**src/hdl/eeprom_pkg.sv**
```systemverilog
package eeprom_pkg;

    typedef logic [10:0] ee_addr_t;   // 2 KB byte address
    typedef logic [7:0]  ee_byte_t;

    // one master's request
    typedef struct packed {
        logic     cyc;
        logic     stb;
        logic     we;
        ee_addr_t adr;
        ee_byte_t dat;
    } wb_req_t;

    typedef struct packed {
        logic     ack;
        logic     err;
        ee_byte_t dat;
    } wb_rsp_t;

    // CMD_START doubles as the repeated start
    typedef enum logic [1:0] {
        CMD_START,
        CMD_WRITE,
        CMD_READ,
        CMD_STOP
    } i2c_cmd_e;

    typedef enum logic [3:0] {
        IDLE,
        START,
        CTRL_W,
        ADDR,
        DATA_W,
        RESTART,
        CTRL_R,
        DATA_R,
        STOP,
        DONE
    } ctrl_state_e;

    localparam logic [3:0] EE_DEV_CODE = 4'b1010;   // control byte prefix

endpackage

```
**src/hdl/wb_arbiter.sv**
```systemverilog
`timescale 1ns/1ps

module wb_arbiter (
    input  logic                CLK,
    input  logic                RESET,
    input  eeprom_pkg::wb_req_t m0_req,
    input  eeprom_pkg::wb_req_t m1_req,
    output eeprom_pkg::wb_rsp_t m0_rsp,
    output eeprom_pkg::wb_rsp_t m1_rsp,
    output eeprom_pkg::wb_req_t s_req,
    input  eeprom_pkg::wb_rsp_t s_rsp
);

    logic gnt_valid;
    logic gnt_sel;      // 0 = m0, 1 = m1
    logic last_sel;     // master served last
    logic req0;
    logic req1;

    assign req0 = m0_req.cyc && m0_req.stb;
    assign req1 = m1_req.cyc && m1_req.stb;

    always_ff @(posedge CLK)
    begin
        if (RESET)
        begin
            gnt_valid <= 1'b0;
            gnt_sel   <= 1'b0;
            last_sel  <= 1'b1;
        end
        else if (!gnt_valid)
        begin
            if (req0 && req1)
            begin
                // tie goes to whoever waited
                gnt_valid <= 1'b1;
                gnt_sel   <= !last_sel;
                last_sel  <= !last_sel;
            end
            else if (req0 || req1)
            begin
                gnt_valid <= 1'b1;
                gnt_sel   <= req1;
                last_sel  <= req1;
            end
        end
        else if (s_rsp.ack || s_rsp.err)
        begin
            gnt_valid <= 1'b0;   // free again next cycle
        end
    end

    assign s_req  = !gnt_valid ? '0 : (gnt_sel ? m1_req : m0_req);
    assign m0_rsp = (gnt_valid && !gnt_sel) ? s_rsp : '0;
    assign m1_rsp = (gnt_valid && gnt_sel) ? s_rsp : '0;

    // an ack only reaches the granted master, and only while it still requests
    a_m0_ack_granted: assert property (@(posedge CLK) disable iff (RESET)
        m0_rsp.ack |-> gnt_valid && !gnt_sel && req0)
        else $error("wb_arbiter: m0 acked without grant or request");

    a_m1_ack_granted: assert property (@(posedge CLK) disable iff (RESET)
        m1_rsp.ack |-> gnt_valid && gnt_sel && req1)
        else $error("wb_arbiter: m1 acked without grant or request");

endmodule

```
**config.mk**
```make
export PLATFORM = sky130hd
export DESIGN_NAME = wb_arbiter
export DESIGN_NICKNAME = d
export VERILOG_FILES = /design/src/hdl/eeprom_pkg.sv /design/src/hdl/wb_arbiter.sv
export SDC_FILE = /design/constraint.sdc
export NUM_CORES = 1
export LEC_CHECK = 0
export BUFFER_PORTS_ARGS = -buffer_cell sky130_fd_sc_hd__buf_2
export CORE_UTILIZATION = 34
export CTS_BUF_LIST = sky130_fd_sc_hd__clkbuf_4 sky130_fd_sc_hd__clkbuf_8 sky130_fd_sc_hd__clkbuf_16
export DETAILED_ROUTE_END_ITERATION = 16
export PLACE_DENSITY_LB_ADDON = 0.05
export SYNTH_ARGS = -nofsm -noshare
export SYNTH_HDL_FRONTEND = slang
export SYNTH_SLANG_ARGS = --single-unit
```
**constraint.sdc**
```tcl
create_clock -name CLK -period 2.6 [get_ports CLK]
set_input_delay 0.65 -clock CLK [delete_from_list [all_inputs] [get_ports CLK]]
set_output_delay 0.65 -clock CLK [all_outputs]
set_load 0.03 [all_outputs]
```
## After elaboration in Yosys (flattened, before gate mapping)

Index checks and enable logic that the tools add are counted.

| operators by class | value |
|---|---|
| bitwise operators | 1 |
| reduce and logical (&&, ||, !) cells | 11 |
| multiplexer cells | 10 |

Operator list:

| operator | count |
|---|---|
| 22-bit two-way mux | 2 |
| 10-bit two-way mux | 2 |
| 1-bit two-way mux | 6 |
| 1-bit logical AND | 5 |
| 1-bit logical NOT | 2 |
| 1-bit logical OR | 2 |
| 2-bit AND reduction | 1 |
| 2-bit nonzero test | 1 |
| 1-bit NOT | 1 |

| word-level totals | value |
|---|---|
| register bits after elaboration | 3 |
| bits of input ports | 56 |

## Depth between registers and ports, before layout

| depth | value |
|---|---|
| word-level depth | 5 |
| depth in mapped cells | 4 |
| depth with buffers taken out | 2 |

## Least setup slack after synthesis

OpenSTA, ideal clock, no wires.

| timing path | value |
|---|---|
| kind | input to output |
| start | input port m1_req[0] (netlist bit) |
| end | output port s_req[0] (netlist bit) |
| arrival | 1.143 ns |
| data required time | 1.950 ns |
| stages on the path | 2 |
| path slack | 0.807 ns |
| buffers on the path | 0 |
| path through | mux2i_1 nor2b_1 |

RTL lines:

| what | line | source |
|---|---|---|
| start, declared | wb_arbiter.sv:7 | `input eeprom_pkg::wb_req_t m1_req,` |
| end, declared | wb_arbiter.sv:10 | `output eeprom_pkg::wb_req_t s_req,` |

==> impl_metrics.env <==
export IMPL_place_congestion=0.674
export IMPL_drt_iter0_drc=4
export IMPL_report_final_hold_viol_count=0
export IMPL_drc_errors=0
export IMPL_status="finished, final reports clean"
export IMPL_pwr_density_cell_mw_per_mm2=322
export IMPL_power_uw=393
export IMPL_ctsResizeCount=0
export IMPL_reg2regPathDepth=3
export IMPL_maxCapViolations=0
export IMPL_drive_gt1_share_pct=57.3
export IMPL_synth_distinct_cells=22
export IMPL_cts_hold_buf=0
export IMPL_numCtsBuffers=3
export IMPL_antenna_found_initial=0
export IMPL_wl_met3_um=230
export IMPL_io_buffers=97
export IMPL_postRouteAntennaNets=0
export IMPL_ys_warn_count=0
export IMPL_first_pass_iters=3
export IMPL_syn_inst=88
export IMPL_wl_met2_um=1140
export IMPL_clk_pin_slew_worst_paths_ns=0.04
export IMPL_relSlewSlack_pct=76.8
export IMPL_routed_wl_um=2200
export IMPL_diodes=0
export IMPL_syn_num_nets=144
export IMPL_top_layer="met3"
export IMPL_yosys_register_bits=3
export IMPL_fillers=211
export IMPL_r2r_slack_ns=1.39
export IMPL_routedWlPerCell_um=10.4
export IMPL_nets=242
export IMPL_finalSetupTns_ns=0
export IMPL_cts_buffer_depth=2
export IMPL_pin_count=98
export IMPL_period_needed_ns=2.04
export IMPL_routed_via_density=4.50
export IMPL_die_y_um=48.5
export IMPL_core_area_mm2=0.00200
export IMPL_h_tree_depth=1
export IMPL_yosysSeqAreaShare_pct=8.18
export IMPL_peakVddDrop_mv=0.250
export IMPL_finClkSkew_ns=0.00726
export IMPL_crit_fanout=14
export IMPL_clock_fmax_ghz=0.491
export IMPL_cts_root_buffer="clkbuf_4"
export IMPL_fin_crit_sh_pct=78.3
export IMPL_grt_pass1_wl_um=3570
export IMPL_min_path_cells=2
export IMPL_met1Wirelength_um=823
export IMPL_route_vias_total=954
export IMPL_slew_violations=0
export IMPL_syn_to_final_growth_pct=66.4
export IMPL_crit_arrival_ns=1.39
export IMPL_fp_dieW_um=48.5
export IMPL_post_synth_instance_area_um2=734
export IMPL_row_count=16
export IMPL_grt_max_degree=21
export IMPL_globalRouteTotalUtil_pct=18.7
export IMPL_grt_ovfl_total=0
export IMPL_power_leakage_uw=0.000741
export IMPL_grt_pass1_vias=841
export IMPL_cts_setup_buffers=0
export IMPL_dieArea_mm2=0.00235
export IMPL_clock_latency_ns=0.24
export IMPL_cts_sinks=3
export IMPL_endpoint_kind="primary output"
export IMPL_start_kind="flop"
export IMPL_dpl_hpwl_um=1840
export IMPL_finalSetupViolCount=0
export IMPL_initial_core_util_pct=36.7
export IMPL_crit_required_ns=1.95
export IMPL_crit_type="flop to primary output"
export IMPL_rsz0062_at_grt="false"
export IMPL_cts_tree="done"
export IMPL_worstMarginPinSlew_ns=0.347
export IMPL_syn_area_per_cell_um2=8.35
export IMPL_hold_path_class="flop to flop"
cells by family after synthesis:
family	synth area share [%]
AO/OA/AOI/OAI	4.43
buffers and inverters	13.5
flip-flops	8.18
multiplexers	30.0
AND/OR/NAND/NOR	44.0
cell usage after synthesis:
cell / number / share of area [%]
and3b_1: 1 / 1.2
nand4bb_1: 1 / 1.5
inv_1: 2 / 1.0
buf_12: 2 / 5.5
clkbuf_1: 1 / 0.51
nor2b_4: 1 / 1.9
nor2b_1: 22 / 19
and3_1: 10 / 8.5
o2bb2ai_1: 1 / 1.2
o211ai_1: 1 / 1.0
mux2i_1: 22 / 30
nand3_1: 1 / 0.68
a221oi_1: 1 / 1.2
buf_2: 2 / 1.4
dfxtp_1: 3 / 8.2
nor4bb_1: 1 / 1.4
and2_1: 10 / 8.5
buf_6: 2 / 3.1
o21a_1: 1 / 1.0
buf_8: 1 / 2.0
nor3_1: 1 / 0.68
nand2b_1: 1 / 0.85
area by class of cell:
cell class / instances / area, um^2 / area share (%)
repair buffers: 101 / 515 / 42.2
flip-flops and latches: 3 / 60.1 / 4.91
well taps: 27 / 33.8 / 2.76
clock buffers: 4 / 30.0 / 2.46
multi-input cells: 75 / 576 / 47.1
inverters: 2 / 7.51 / 0.614
power breakdown:
part	internal, uW	leakage (uW)	switching, uW
sequential	50.1	0.0000248	5.49
clock	68.0	0.0000184	25.9
combinational	104	0.000698	140
total	222	0.000741	171
final timing paths:
kind | from | endpoint
min reg2reg | last_sel | last_sel
max reg2reg | gnt_valid | last_sel
max | gnt_valid | m0_rsp[5]
min | last_sel | last_sel
through the flow:
stage | area, um^2 | std cells | hold slack [ns] | setup WS (ns) | util [%]
2_1_floorplan | 734 | 88 | 0.473 | 0.807 | -
3_3_place_gp | 1190 | 208 | 0.497 | 0.806 | 59.6
3_5_place_dp | 1190 | 208 | 0.508 | 0.784 | 59.6
4_1_cts | 1220 | 212 | 0.517 | 0.537 | 61.1
5_1_grt | 1220 | 212 | 0.555 | 0.432 | 61.1
6_report | 1220 | 212 | 0.513 | 0.564 | 61.1
layout by cell type, fill, tap and decap left out:
cell type | netlist | routed
buf_2 | 2 | 97
mux2i_1 | 22 | 22
nor2b_1 | 22 | 22
nor4bb_1 | 1 | 1
o211ai_1 | 1 | 1
nand4bb_1 | 1 | 1
nor3_1 | 1 | 1
nor2b_4 | 1 | 1
clkbuf_4 | 0 | 4
o21a_1 | 1 | 1
and3_1 | 10 | 10
a221oi_1 | 1 | 1
and3b_1 | 1 | 1
dfxtp_1 | 3 | 3
o2bb2ai_1 | 1 | 1
nand3_1 | 1 | 1
nand2b_1 | 1 | 1
inv_1 | 2 | 2
and2_1 | 10 | 10
buf_4 | 0 | 4
worst max-delay path: stages (launching register included):
cell and delay [ns]:
dfxtp_1 0.52, nor2b_4 0.29, and2_1 0.15, buf_2 0.19
state kept, by name, summed over array words and instances (netlist names):
name	count
gnt_sel	1
gnt_valid	1
last_sel	1
routing by layer:
layer | vias to the layer above | track usage (%)
met5 | - | 0
met4 | 0 | 4.41
met3 | 0 | 5.97
met2 | 53 | 35.2
met1 | 404 | 20.0
li1 | 497 | -
(Power assumes the default switching activity.)
