--- src/hdl/eeprom_pkg.sv ---
package eeprom_pkg;

    typedef logic [10:0] ee_addr_t;   // 2 KB byte address
    typedef logic [7:0]  ee_byte_t;

    // one master's request
    typedef struct packed {
        logic     cyc;
        logic     stb;
        logic     we;
        ee_addr_t adr;
        ee_byte_t dat;
    } wb_req_t;

    typedef struct packed {
        logic     ack;
        logic     err;
        ee_byte_t dat;
    } wb_rsp_t;

    // CMD_START doubles as the repeated start
    typedef enum logic [1:0] {
        CMD_START,
        CMD_WRITE,
        CMD_READ,
        CMD_STOP
    } i2c_cmd_e;

    typedef enum logic [3:0] {
        IDLE,
        START,
        CTRL_W,
        ADDR,
        DATA_W,
        RESTART,
        CTRL_R,
        DATA_R,
        STOP,
        DONE
    } ctrl_state_e;

    localparam logic [3:0] EE_DEV_CODE = 4'b1010;   // control byte prefix

endpackage

--- src/hdl/i2c_bit_engine.sv ---
`timescale 1ns/1ps

module i2c_bit_engine #(
    parameter int CLK_DIV = 4
) (
    input  logic                 CLK,
    input  logic                 RESET,
    input  eeprom_pkg::i2c_cmd_e cmd,
    input  eeprom_pkg::ee_byte_t tx_byte,
    input  logic                 cmd_valid,
    output logic                 ready,
    output logic                 done,
    output logic                 nack,
    output eeprom_pkg::ee_byte_t rx_byte,
    output logic                 scl,
    output logic                 sda_oe,
    input  logic                 sda_in
);

    import eeprom_pkg::*;

    localparam int CNT_W = $clog2(CLK_DIV);

    logic [CNT_W-1:0] cnt;        // cycles within a half period
    logic [4:0]       phase;      // half period within the command
    logic [4:0]       last_phase;
    logic             busy;
    logic             tick;
    logic             accept;
    i2c_cmd_e         cmd_q;
    ee_byte_t         shreg;

    // scl level for each half period of a command
    function automatic logic scl_at(i2c_cmd_e c, logic [4:0] p);
        logic level;
        case (c)
            CMD_START: level = (p == 5'd1) || (p == 5'd2);
            CMD_STOP:  level = (p != 5'd0);
            default:   level = p[0];    // data bits, low then high
        endcase
        return level;
    endfunction

    assign tick       = (cnt == CNT_W'(CLK_DIV - 1));
    assign last_phase = (cmd_q == CMD_WRITE || cmd_q == CMD_READ) ? 5'd17 : 5'd3;
    assign done       = busy && tick && (phase == last_phase);
    assign ready      = !busy || done;
    assign accept     = cmd_valid && ready;
    assign rx_byte    = shreg;

    always_ff @(posedge CLK)
    begin
        if (RESET)
        begin
            busy   <= 1'b0;
            phase  <= '0;
            cnt    <= '0;
            cmd_q  <= CMD_STOP;
            scl    <= 1'b1;
            sda_oe <= 1'b0;
            nack   <= 1'b0;
        end
        else if (accept)
        begin
            busy  <= 1'b1;
            phase <= '0;
            cnt   <= '0;
            cmd_q <= cmd;
            scl   <= scl_at(cmd, 5'd0);
        end
        else if (busy)
        begin
            cnt <= tick ? '0 : cnt + 1'b1;
            if (tick)
            begin
                if (phase == last_phase)
                    busy <= 1'b0;
                else
                begin
                    phase <= phase + 5'd1;
                    scl   <= scl_at(cmd_q, phase + 5'd1);
                end
            end
            // sda moves one clock after scl falls
            if (cnt == '0 && !phase[0] && (phase != 5'd2 || cmd_q == CMD_WRITE))
            begin
                case (cmd_q)
                    CMD_START: sda_oe <= 1'b0;
                    CMD_STOP:  sda_oe <= 1'b1;
                    CMD_WRITE: sda_oe <= (phase < 5'd16) ? !shreg[7] : 1'b0;
                    default:   sda_oe <= 1'b0;   // read and the nack bit
                endcase
            end
            if (tick && phase == 5'd1 && (cmd_q == CMD_START || cmd_q == CMD_STOP))
                sda_oe <= (cmd_q == CMD_START);  // the start/stop edge itself
            if (cnt == '0 && phase == 5'd17 && cmd_q == CMD_WRITE)
                nack <= sda_in;
        end
    end

    always_ff @(posedge CLK)
    begin
        if (accept)
            shreg <= tx_byte;
        else if (busy && cmd_q == CMD_WRITE && tick && phase[0])
            shreg <= {shreg[6:0], 1'b0};
        else if (busy && cmd_q == CMD_READ && cnt == '0 && phase[0] && phase < 5'd16)
            shreg <= {shreg[6:0], sda_in};   // msb first
    end

    a_sda_stable: assert property (@(posedge CLK) disable iff (RESET)
        (scl && $past(scl) && !(cmd_q inside {CMD_START, CMD_STOP})) |-> $stable(sda_in))
        else $error("i2c_bit_engine: sda changed while scl high");

endmodule

--- config.mk ---
export PLATFORM = sky130hd
export DESIGN_NAME = i2c_bit_engine
export DESIGN_NICKNAME = d
export VERILOG_FILES = /design/src/hdl/eeprom_pkg.sv /design/src/hdl/i2c_bit_engine.sv
export SDC_FILE = /design/constraint.sdc
export NUM_CORES = 1
export LEC_CHECK = 0
export ABC_CLOCK_PERIOD_IN_PS = 5300
export BUFFER_PORTS_ARGS = -buffer_cell sky130_fd_sc_hd__clkbuf_2
export CORE_ASPECT_RATIO = 1.1
export CORE_MARGIN = 3
export CORE_UTILIZATION = 49
export CTS_CLUSTER_SIZE = 24
export DETAILED_ROUTE_END_ITERATION = 6
export GPL_TIMING_DRIVEN = 0
export PLACE_DENSITY = 0.73
export REMOVE_ABC_BUFFERS = 1
export SETUP_SLACK_MARGIN = 0.4
export SLEW_MARGIN = 25
export SYNTH_ARGS = -nofsm -noshare
export SYNTH_HDL_FRONTEND = slang
export SYNTH_SLANG_ARGS = --single-unit
--- constraint.sdc ---
create_clock -name CLK -period 5.3 [get_ports CLK]
set_clock_uncertainty 0.15 [all_clocks]
set_input_delay 1.06 -clock CLK [delete_from_list [all_inputs] [get_ports CLK]]
set_output_delay 1.06 -clock CLK [all_outputs]
set_load 0.01 [all_outputs]
# Yosys cells after proc, flatten, opt, wreduce, memory -nomap -nowiden

Index checks and enable logic that the tools add are counted.

Flip-flop bits (word level): 21
Input port bits: 14
Word-level logic and storage cells: 78

Add/sub/neg operators: 2
Magnitude comparators: 1
Eq/ne operators: 11
Multiplexer cells: 18
Bitwise operators: 2
Reduce and logical (&&, ||, !) cells: 36

Operators with widths:

| cell                | count |
|---|---|
| $mux 8              | 3 |
| $logic_and 1x1->1   | 16 |
| $reduce_and 3->1    | 4 |
| $mux 1              | 11 |
| $eq 5x1->1 const B  | 2 |
| $eq 2x2->1 const B  | 3 |
| $reduce_bool 2->1   | 3 |
| $add 5x1->5 const B | 1 |
| $eq 5x2->1 const B  | 1 |
| $eq 5x5->1          | 1 |
| $eq 5x5->1 const B  | 1 |
| $logic_or 1x1->1    | 5 |
| $lt 5x5->1 const B  | 1 |
| $mux 5              | 1 |
| $ne 5x2->1 const B  | 1 |
| $reduce_bool 5->1   | 1 |
| $logic_not 2->1     | 2 |
| $pmux 1 s2          | 2 |
| $logic_not 1->1     | 3 |
| $reduce_bool 3->1   | 1 |
| $add 2x1->2 const B | 1 |
| $eq 2x1->1 const B  | 1 |
| $mux 2              | 1 |
| $ne 2x2->1 const B  | 1 |
| other kinds (2)     | 3 |

# Logic depth before layout (Yosys ltp)

Gate-level depths: netlist of run 1.

Word-level depth: 9
Gate-level depth with buffers: 8
Depth with buffers taken out: 7

# Worst setup path before layout of run 1

OpenSTA, ideal clock, no wires.

Path type: reg2out
Start: register cmd_q[0]
End: output done
Arrival time: 1.382 ns
Required time: 4.090 ns
Path slack: 2.708 ns
Cell stages (with the launch flop): 6
Cells stage by stage: dfxtp_1 -> inv_1 -> ha_1 -> nor3b_2 -> o211ai_2 -> nor2b_1

Longest elaborated chain between the ends: 5

RTL lines:

| what                                     | line                 | text |
|---|---|---|
| start, declared                          | i2c_bit_engine.sv:30 | `i2c_cmd_e cmd_q;` |
| start signal, assigned                   | i2c_bit_engine.sv:68 | `cmd_q <= cmd;` |
| $eq 2x1->1 or $eq 2x2->1 (tied branches) | i2c_bit_engine.sv:45 | `assign last_phase = (cmd_q == CMD_WRITE \|\| cmd_q == CMD_READ) ? 5'd17 : 5'd3;` |
| $logic_or 1x1->1 (*)                     | i2c_bit_engine.sv:45 |  |
| $mux 5 (*)                               | i2c_bit_engine.sv:45 |  |
| $eq 5x5->1 (*)                           | i2c_bit_engine.sv:46 | `assign done = busy && tick && (phase == last_phase);` |
| $logic_and 1x1->1 (*)                    | i2c_bit_engine.sv:46 |  |
| end, declared                            | i2c_bit_engine.sv:12 | `output logic done,` |

Mark *: on every way between the ends. The rest lies on a longest branch, timed or not.

# Worst setup path after layout of run 1

Ends and elaborated chain as after synthesis.

==> run_results.csv, run 1 <==
group,metric,value,unit
global_route,antenna_found_initial,0,
critical_path,r2r_start,"cmd_q[1]",
global_route,grt_util_all_layers,16.3,%
logic_synthesis,synth_seq_area_share,38.5,%
route,drt-total-wl,2.48,mm
timing,rsz0062_at_grt,"false",
layout,final_area,1460,um2
route,post_drt_wl_per_cell,13.5,um
critical_path,cp_data_required_time,4090,ps
power_and_ir_drop,p_clk_share,24.4,%
critical_path,cp_data_arrival_time,1940,ps
timing,slew_viol_final,0,
critical_path,crit_chain,"inv_1 > ha_1 > nor3b_2 > o211ai_2 > nor2b_1 > clkbuf_2",
critical_path,reg2reg_depth,6,
critical_path,r2r_end,"rx_byte[3]",
route,ant_nets,0,
clock_network,clockBufferDepth,2,
route,remaining_drc_errors,0,
global_route,grt_pass1_wl,3.95,mm
timing,fin_crit,3150,ps
layout,drive_gt1_share,24.7,%
layout,stdcell_count,184,
layout,area_growth,11.9,%
critical_path,slowest_delay,400,ps
timing,finalSetupViolations,0,
timing,fmax,318,MHz
clock_network,cts_tree,"yes",
timing,finalHoldViolations,0,
power_and_ir_drop,p_leak,0.613,nW
power_and_ir_drop,pwr_density_cell,209,nW/um2
critical_path,critPathKind,"register to primary output",
clock_network,clock-root-buffer,"clkbuf_4",
floorplanning,die_h,60.0,um
layout,diodes,0,
timing,fin_tns_setup,0,ps
floorplanning,core-area,2390,um2
timing,slew_headroom,53.0,%
logic_synthesis,synth_cell_types,41,
power_and_ir_drop,p_int,0.228,mW
power_and_ir_drop,pwr-share-comb,15.8,%
route,vias_per_cell,5.65,
floorplanning,core.rowCount,18,
place,gp_congestion,0.830,
floorplanning,die-width,55.1,um
place,placed_cell_area,1430,um2
critical_path,r2r_slack,2820,ps
critical_path,end_kind,"primary output",
logic_synthesis,syn_inst,132,
logic_synthesis,ys_warn_count,0,
power_and_ir_drop,p_seq_share,59.9,%
critical_path,slowest_stage,"ha_1",
power_and_ir_drop,swShare,25.3,%
global_route,first_global_vias,901,
critical_path,start_kind,"register",
critical_path,startpoint,"cmd_q[0]",
logic_synthesis,syn-cell-area,1300,um2
job,cap_violations,0,
floorplanning,ios,27,
worst_hold_path,hold_path_class,"register to register",
power_and_ir_drop,ir_drop,0.122,mV
layout,finalNetCount,180,
clock_network,cts_setup_buffers,0,
place,dpl.hpwl,1.85,mm
power_and_ir_drop,switching_power,0.0772,mW
clock_network,post_cts_resized,0,
route,vias,1040,
run_status,status,"completed",
layout,nFillCells,211,
floorplanning,start_util,54.5,%
critical_path,crit_end,"done",
clock_network,cts-hold-fix-buffers,0,
global_route,grt_max_degree,23,
route,drtIter0Drc,27,
logic_synthesis,synth-seq-cells,21,
critical_path,crit_fanout,5,
clock_network,insertion_delay,290,ps
clock_network,cts_buffers,3,
floorplanning,die_area,3310,um2
clock_network,clk_pin_slew,120,ps
worst_hold_path,min_from,"sda_oe",
route,first_pass_iters,4,
clock_network,clkSinkCount,21,
timing,tightest_slew,703,ps
logic_synthesis,syn_avg_cell_area,9.85,um2
global_route,grt-ovfl-total,0,
place,io_buffers,26,
timing,timing.final.crit_share,59.4,%
clock_network,htreeDepth,1,
place,place_inst,180,
==> state kept, by name, summed over array words and instances, names as in the netlist <==
signal	count
scl	1
cmd_q	2
rx_byte	8
nack	1
cnt	2
phase	5
sda_oe	1
busy	1
==> power by group through the flow <==
stage          Sequential [mW]  Combinational, mW  Clock, mW
3_3_place_gp             0.186             0.0469          0
5_1_grt                  0.184             0.0544     0.0822
2_1_floorplan            0.188             0.0267          0
3_5_place_dp             0.186             0.0486          0
4_1_cts                  0.182             0.0488     0.0773
6_report                 0.182             0.0480     0.0743
==> kinds of logic after synthesis <==
kind of cell / after synthesis / synth area share (%)
AO/OA/AOI/OAI: 26 / 15.6
buffers and inverters: 16 / 5.87
XOR/XNOR: 2 / 1.35
flip-flops: 21 / 38.5
adder cells (fa/ha/maj): 11 / 10.6
multiplexers: 9 / 7.60
AND/OR/NAND/NOR: 47 / 20.5
==> per-layer routing <==
metal  routed length [um]  global-route usage, %  vias up
li1                     -                      -      517
met1                 1090                   20.1      480
met2                 1170                   27.9       37
met3                  178                   2.49        6
met4                   39                   6.25        0
met5                    0                      0        -
==> worst min path at each step <==
stage	cells past startpoint	slack [ps]	to
global route	2	370	sda_oe
finish	2	330	sda_oe
floorplan	2	340	sda_oe
CTS	2	330	sda_oe
detailed placement	2	320	sda_oe
global placement	2	310	sda_oe
==> metrics by stage <==
step                util [%]  hold slack [ps]  power, mW  setup WS [ps]
global route            61.0              366      0.320           2020
detailed placement      59.9              317      0.235           2490
CTS                     61.0              334      0.309           2140
global placement        59.5              313      0.233           2490
finish                  61.0              334      0.305           2150
floorplan                  -              342      0.215           2700
==> cell usage after synthesis <==
| library cell | instances | area share [%] |
|---|---|---|
| buf_6 | 1 | 0.87 |
| nand2_2 | 1 | 0.48 |
| nor3_1 | 6 | 2.3 |
| o21a_1 | 2 | 1.2 |
| and3b_1 | 1 | 0.67 |
| o21bai_1 | 1 | 0.58 |
| o2111ai_2 | 1 | 1.2 |
| nor3b_2 | 2 | 1.9 |
| o2111ai_1 | 1 | 0.67 |
| and2_1 | 3 | 1.4 |
| clkbuf_1 | 2 | 0.58 |
| nor4_1 | 1 | 0.48 |
| nand2b_1 | 1 | 0.48 |
| o221ai_1 | 1 | 0.67 |
| a2111oi_2 | 1 | 1.2 |
| nor3b_1 | 2 | 1.2 |
| a21oi_1 | 8 | 3.1 |
| nor3_4 | 1 | 1.3 |
| inv_1 | 8 | 2.3 |
| buf_2 | 4 | 1.5 |
| o311ai_1 | 1 | 0.67 |
| a311o_1 | 1 | 0.77 |
| nand2_1 | 11 | 3.2 |
| o21ai_0 | 1 | 0.38 |
| edfxtp_1 | 8 | 18 |
| nor2_1 | 8 | 2.3 |
| o211ai_1 | 1 | 0.58 |
| a2bb2oi_1 | 1 | 0.67 |
| ha_1 | 11 | 11 |
| buf_4 | 1 | 0.58 |
| o21ai_1 | 1 | 0.38 |
| nand3_1 | 4 | 1.5 |
| o211ai_2 | 1 | 0.96 |
| nor2b_1 | 2 | 0.96 |
| or3_4 | 1 | 0.87 |
| xor2_1 | 2 | 1.3 |
| mux2_1 | 7 | 6.1 |
| nand4_1 | 3 | 1.4 |
| a211o_1 | 4 | 2.7 |
| dfxtp_1 | 13 | 20 |
| mux2i_1 | 2 | 1.5 |
==> cells in the final DEF (no fill, tap or decap), types with 2 or more instances in the layout <==
master / count
a211o_1: 4
o21a_1: 2
xor2_1: 2
inv_1: 8
nand4_1: 3
mux2_1: 7
mux2i_1: 2
nand2_1: 11
a21oi_1: 8
edfxtp_1: 8
ha_1: 11
and2_1: 3
nor3b_1: 2
nor2_1: 8
clkbuf_2: 26
nor2b_1: 2
nor3b_2: 2
dfxtp_1: 13
nand3_1: 4
clkbuf_4: 3
nor3_1: 6
==> area by class of cell <==
class	count	area, um2	area share, %
Multi-Input combinational cell	95	731	50.2
Sequential cell	21	500	34.4
Timing Repair Buffer	26	130	8.94
Tap cell	30	37.5	2.58
Inverter	8	30.0	2.06
Clock buffer	4	26.3	1.81
==> critical path, delay by kind of cell (launching register included) <==
family          cells  cell delay [ps]
simple gates        2              460
fa+ha+maj           1              400
flops               1              370
buf+inv             2              220
compound gates      1              180
Power figures use the tool's default switching activity.
==> run 2: changes to the inputs <==
ABC_AREA = 1   (was not set)
ABC_CLOCK_PERIOD_IN_PS = 3000   (was 5300)
clock period = 3 ns   (was 5.3 ns; I/O delays follow)
==> run_results.csv, run 2 <==
group,metric,value,unit
run_status,status,"completed",
route,vias_per_cell,5.08,
layout,largest_reg_flops,8,
route,post_drt_wl_per_cell,11.4,um
place,place_inst,234,
floorplanning,start_util,51.8,%
route,drtIter0Drc,53,
logic_synthesis,ys_warn_count,0,
floorplanning,die_area,3320,um2
layout,mostFrequentLayoutCell,"nand2_1",
route,drt-total-wl,2.71,mm
critical_path,crit_chain,"inv_1 > ha_4 > nor2_1 > nand2_1 > nand2_1 > nand2_2 > nand2_4 > nand2_1 > inv_1 > clkbuf_2",
global_route,first_global_vias,1092,
floorplanning,die-width,55.2,um
logic_synthesis,synth_ff_type,"dfxtp_1",
route,first_pass_iters,4,
layout,layout_common_cells,"62 x nand2_1, 26 x clkbuf_2, 23 x inv_1",
timing,timing.final.crit_share,81.3,%
critical_path,startpoint,"cmd_q[0]",
place,placed_cell_area,1450,um2
floorplanning,die_h,60.2,um
global_route,grt_util_all_layers,17.2,%
logic_synthesis,yosys-top-cells-count,"62 x nand2_1, 23 x inv_1, 16 x nor2_1, 15 x nand3_1",
layout,final_area,1490,um2
timing,setup_slack,562,ps
place,dpl.hpwl,2.16,mm
power_and_ir_drop,ir_drop,0.368,mV
logic_synthesis,syn-cell-area,1310,um2
place,gp_congestion,0.826,
clock_network,cts-hold-fix-buffers,0,
worst_hold_path,min_from,"scl",
layout,area_growth,14.1,%
critical_path,crit_top_cell,"nand2_1",
global_route,antenna_found_initial,0,
floorplanning,ios,27,
power_and_ir_drop,p_seq_share,58.1,%
logic_synthesis,synth_cell_types,22,
clock_network,clkSinkCount,21,
logic_synthesis,synth.most_common_cell,"nand2_1",
floorplanning,core-area,2520,um2
power_and_ir_drop,p_leak,0.758,nW
layout,nFillCells,237,
layout,stdcell_count,238,
clock_network,cts_tree,"yes",
clock_network,clock-root-buffer,"clkbuf_4",
power_and_ir_drop,p_total,0.555,mW
power_and_ir_drop,p_clk_share,24.1,%
critical_path,cp_data_arrival_time,1690,ps
critical_path,start_kind,"register",
timing,slew_headroom,51.5,%
route,ant_nets,0,
logic_synthesis,synth-seq-cells,21,
clock_network,clk_pin_slew,110,ps
power_and_ir_drop,swShare,27.5,%
critical_path,critPathKind,"register to primary output",
clock_network,insertion_delay,300,ps
critical_path,slowest_stage,"dfxtp_2",
logic_synthesis,ys_top_cells_by_area,"dfxtp_1 20%, edfxtp_1 18%, nand2_1 18%, ha_1 11%, inv_1 6.6%",
global_route,grt-ovfl-total,0,
logic_synthesis,synth_seq_area_share,38.3,%
clock_network,cts_buffers,3,
timing,whs,324,ps
job,cap_violations,0,
layout,utilization,59.1,%
logic_synthesis,synth-edff-count,8,
logic_synthesis,synth_top_area_share,19.9,%
logic_synthesis,syn_avg_cell_area,7.22,um2
timing,tightest_slew,726,ps
critical_path,end_kind,"primary output",
timing,rsz0062_at_grt,"false",
critical_path,r2r_start,"cmd_q[0]",
critical_path,critPathBufInv,3,
logic_synthesis,yosys.area.top_type,"dfxtp_1",
route,vias,1208,
critical_path,crit_family,"simple AND/OR/NAND/NOR gates",
clock_network,htreeDepth,1,
timing,fmax,410,MHz
timing,fin_tns_setup,0,ps
clock_network,clockBufferDepth,2,
floorplanning,core.rowCount,19,
layout,finalNetCount,233,
power_and_ir_drop,pwr-share-comb,17.8,%
critical_path,slowest_delay,370,ps
route,remaining_drc_errors,0,
worst_hold_path,hold_path_class,"register to register",
timing,finalSetupViolations,0,
global_route,grt_pass1_wl,4.63,mm
logic_synthesis,syn_inst,181,
critical_path,crit_fanout,5,
global_route,grt_max_degree,18,
place,io_buffers,26,
power_and_ir_drop,switching_power,0.153,mW
timing,slew_viol_final,0,
place,dpl_worst_slack,778,ps
critical_path,cp_data_required_time,2250,ps
logic_synthesis,synthArstFlopShare,0,%
power_and_ir_drop,pwr_density_cell,372,nW/um2
timing,fin_crit,2440,ps
timing,finalHoldViolations,0,
layout,drive_gt1_share,20.3,%
power_and_ir_drop,p_int,0.402,mW
layout,diodes,0,
critical_path,r2r_slack,900,ps
run 2: changes by cell type after synthesis, moves of 3 or more:
cell,before,now
a211o_1,4,0
a21oi_1,8,13
and2_1,3,0
buf_2,4,1
inv_1,8,23
mux2_1,7,0
nand2_1,11,62
nand3_1,4,15
nor2_1,8,16
nor3_1,6,1
run 2: logic make-up after synthesis:
kind of cell	share of synthesized area, %
buffers and inverters	9.87
AND/OR/NAND/NOR	34.1
adder cells (fa/ha/maj)	10.5
flip-flops	38.3
AO/OA/AOI/OAI	7.18
run 2: area by class of cell:
cell class	instances	area [um2]	area share [%]
clock buffer	3	22.5	1.51
clock inverter	1	5.00	0.336
inverter	25	93.8	6.30
multi-input combinational	131	697	46.8
sequential	21	503	33.8
tap	31	38.8	2.60
timing repair buffer	26	130	8.73
run 2: worst reg2reg max path, cell delays in order (launching register included):
cell	delay [ps]
dfxtp_2	370
inv_1	90
ha_4	270
nor2_1	90
nand2_1	60
nand2_1	80
nand2_2	90
nand2_4	90
nand3_4	190
o311ai_2	270
run 2: what timing repair did:
action	4_1_cts	5_1_grt
buffers inserted	0	0
gates resized for setup	0	3
hold endpoints to repair	0	0
endpoints found under the setup margin	0	2
run 2: power groups by stage:
stage	Clock, mW	Combinational, mW	Sequential (mW)
6_report	0.134	0.0987	0.322
5_1_grt	0.148	0.113	0.324
4_1_cts	0.142	0.0967	0.322
3_5_place_dp	0	0.0961	0.329
3_3_place_gp	0	0.0914	0.328
2_1_floorplan	0	0.0584	0.331
run 2: layer usage:
layer | part of all wire [%] | track usage, % | vias to the layer above | wire (um)
met3 | 4.3 | 2.59 | 6 | 118
met2 | 51 | 31.8 | 38 | 1390
met5 | 0 | 0 | - | 0
met1 | 43 | 20.3 | 541 | 1160
li1 | - | - | 623 | -
met4 | 1.9 | 6.60 | 0 | 51
run 2: worst paths after layout:
path | end | cells past startpoint
setup / recovery | ready | 10
setup reg to reg | rx_byte[6] | 9
hold reg to reg | scl | 2
hold / removal | scl | 2
==> run 3: changes to the inputs <==
ABC_CLOCK_PERIOD_IN_PS = 2150   (was 3000)
CORE_UTILIZATION = 48   (was 49)
PLACE_DENSITY = 0.74   (was 0.73)
clock period = 2.15 ns   (was 3 ns; I/O delays follow)
==> run_results.csv, run 3 (synthesis results as in run 2) <==
group,metric,value,unit
layout,mostFrequentLayoutCell,"nand2_1",
timing,finalSetupViolations,0,
floorplanning,core.rowCount,19,
critical_path,end_kind,"primary output",
floorplanning,ios,27,
worst_hold_path,hold_path_class,"input port to register",
global_route,grt_pass1_wl,5.24,mm
global_route,grt_util_all_layers,19.6,%
route,vias_per_cell,5.16,
route,drtIter0Drc,65,
clock_network,cts_tree,"yes",
clock_network,htreeDepth,1,
route,first_pass_iters,4,
timing,tightest_slew,519,ps
timing,fin_crit,2120,ps
layout,stdcell_count,250,
route,remaining_drc_errors,0,
critical_path,crit_fanout,3,
global_route,first_global_vias,1200,
route,drt-total-wl,3.36,mm
global_route,met3_usage,3.19,%
clock_network,clockBufferDepth,2,
route,vias,1289,
critical_path,cp_data_arrival_time,1540,ps
global_route,antenna_found_initial,0,
power_and_ir_drop,p_leak,0.843,nW
clock_network,clock-root-buffer,"clkbuf_4",
timing,rsz0062_at_grt,"true",
critical_path,critPathKind,"register to primary output",
power_and_ir_drop,p_total,0.850,mW
timing,fmax,471,MHz
layout,finalNetCount,245,
timing,slew_viol_final,0,
clock_network,cts_buffers,3,
global_route,grt_util_met2,37.7,%
layout,nFillCells,202,
timing,slew_headroom,65.3,%
clock_network,clk_pin_slew,130,ps
layout,area_growth,31.4,%
job,cap_violations,0,
place,dpl.hpwl,2.17,mm
floorplanning,core-area,2540,um2
critical_path,cp_data_required_time,1570,ps
floorplanning,start_util,51.4,%
timing,timing.final.crit_share,98.8,%
place,io_buffers,26,
route,post_drt_wl_per_cell,13.4,um
timing,finalHoldViolations,0,
power_and_ir_drop,ir_drop,0.375,mV
route,ant_nets,0,
global_route,grt_max_degree,12,
layout,diodes,0,
layout,largest_reg_flops,8,
layout,drive_gt1_share,35.6,%
global_route,grt-ovfl-total,0,
floorplanning,die-width,55.7,um
critical_path,start_kind,"register",
place,place_inst,234,
global_route,busiest_layer,"met2",
floorplanning,die_h,60.7,um
place,gp_congestion,0.851,
run_status,status,"completed",
power_and_ir_drop,pwr_density_cell,495,nW/um2
global_route,met1_usage,21.8,%
clock_network,insertion_delay,310,ps
clock_network,clkSinkCount,21,
layout,layout_common_cells,"55 x nand2_1, 25 x clkbuf_2, 20 x inv_1",
floorplanning,die_area,3380,um2
==> run 3: worst paths after layout <==
kind / startpoint / to / slack [ps] / depth (start not counted)
worst max-delay path: cmd_q[0] / ready / 30 / 10
worst min-delay path: RESET / busy / 130 / 2
worst min register to register: scl / scl / 330 / 2
worst max register to register: cmd_q[0] / rx_byte[0] / 90 / 13
==> run 3: critical path: stages (launching register included) <==
cell,delay (ps)
dfxtp_2,350
inv_2,50
ha_4,260
nor2_4,100
nand2_2,60
nand2_2,80
nand2_4,70
nand2_4,70
nand2_2,50
inv_2,60
buf_6,90
==> run 3: where the power goes <==
part | internal [mW] | total (mW) | switching [mW]
sequential | 0.436 | 0.451 | 0.0146
clock | 0.0724 | 0.199 | 0.127
combinational | 0.0904 | 0.200 | 0.109
==> run 3: layout make-up <==
| class | count | area (um2) | share of cell area (%) |
|---|---|---|---|
| clock buffers | 4 | 26.3 | 1.53 |
| inverters | 25 | 96.3 | 5.61 |
| multi-input cells | 131 | 797 | 46.4 |
| flip-flops and latches | 21 | 505 | 29.4 |
| well taps | 31 | 38.8 | 2.26 |
| repair buffers | 38 | 253 | 14.7 |
==> run 3: metal layers <==
layer	wire [um]	part of all wire, %	vias to the layer above
li1	-	-	652
met1	1380	41	600
met2	1820	54	33
met3	138	4.1	4
met4	26	0.77	0
met5	0	0	-
==> run 3: per-stage QoR <==
stage	setup slack (ps)	TNS [ps]	area, um2	utilization, %	hold WS [ps]
floorplan	-106	-852	1270	-	343
global placement	-542	-4330	1440	56.6	290
detailed placement	-108	-866	1450	56.9	298
CTS	18.0	0	1630	64.2	145
global route	-68.1	-99.0	1720	67.5	127
finish	25.2	0	1720	67.5	128
==> run 3: repair_timing <==
item / 4_1_cts / 5_1_grt
endpoints found under the setup margin: 30 / 30
pin swaps: 6 / 6
setup buffers: 10 / 2
hold buffers: 0 / 0
gates resized for setup: 24 / 20
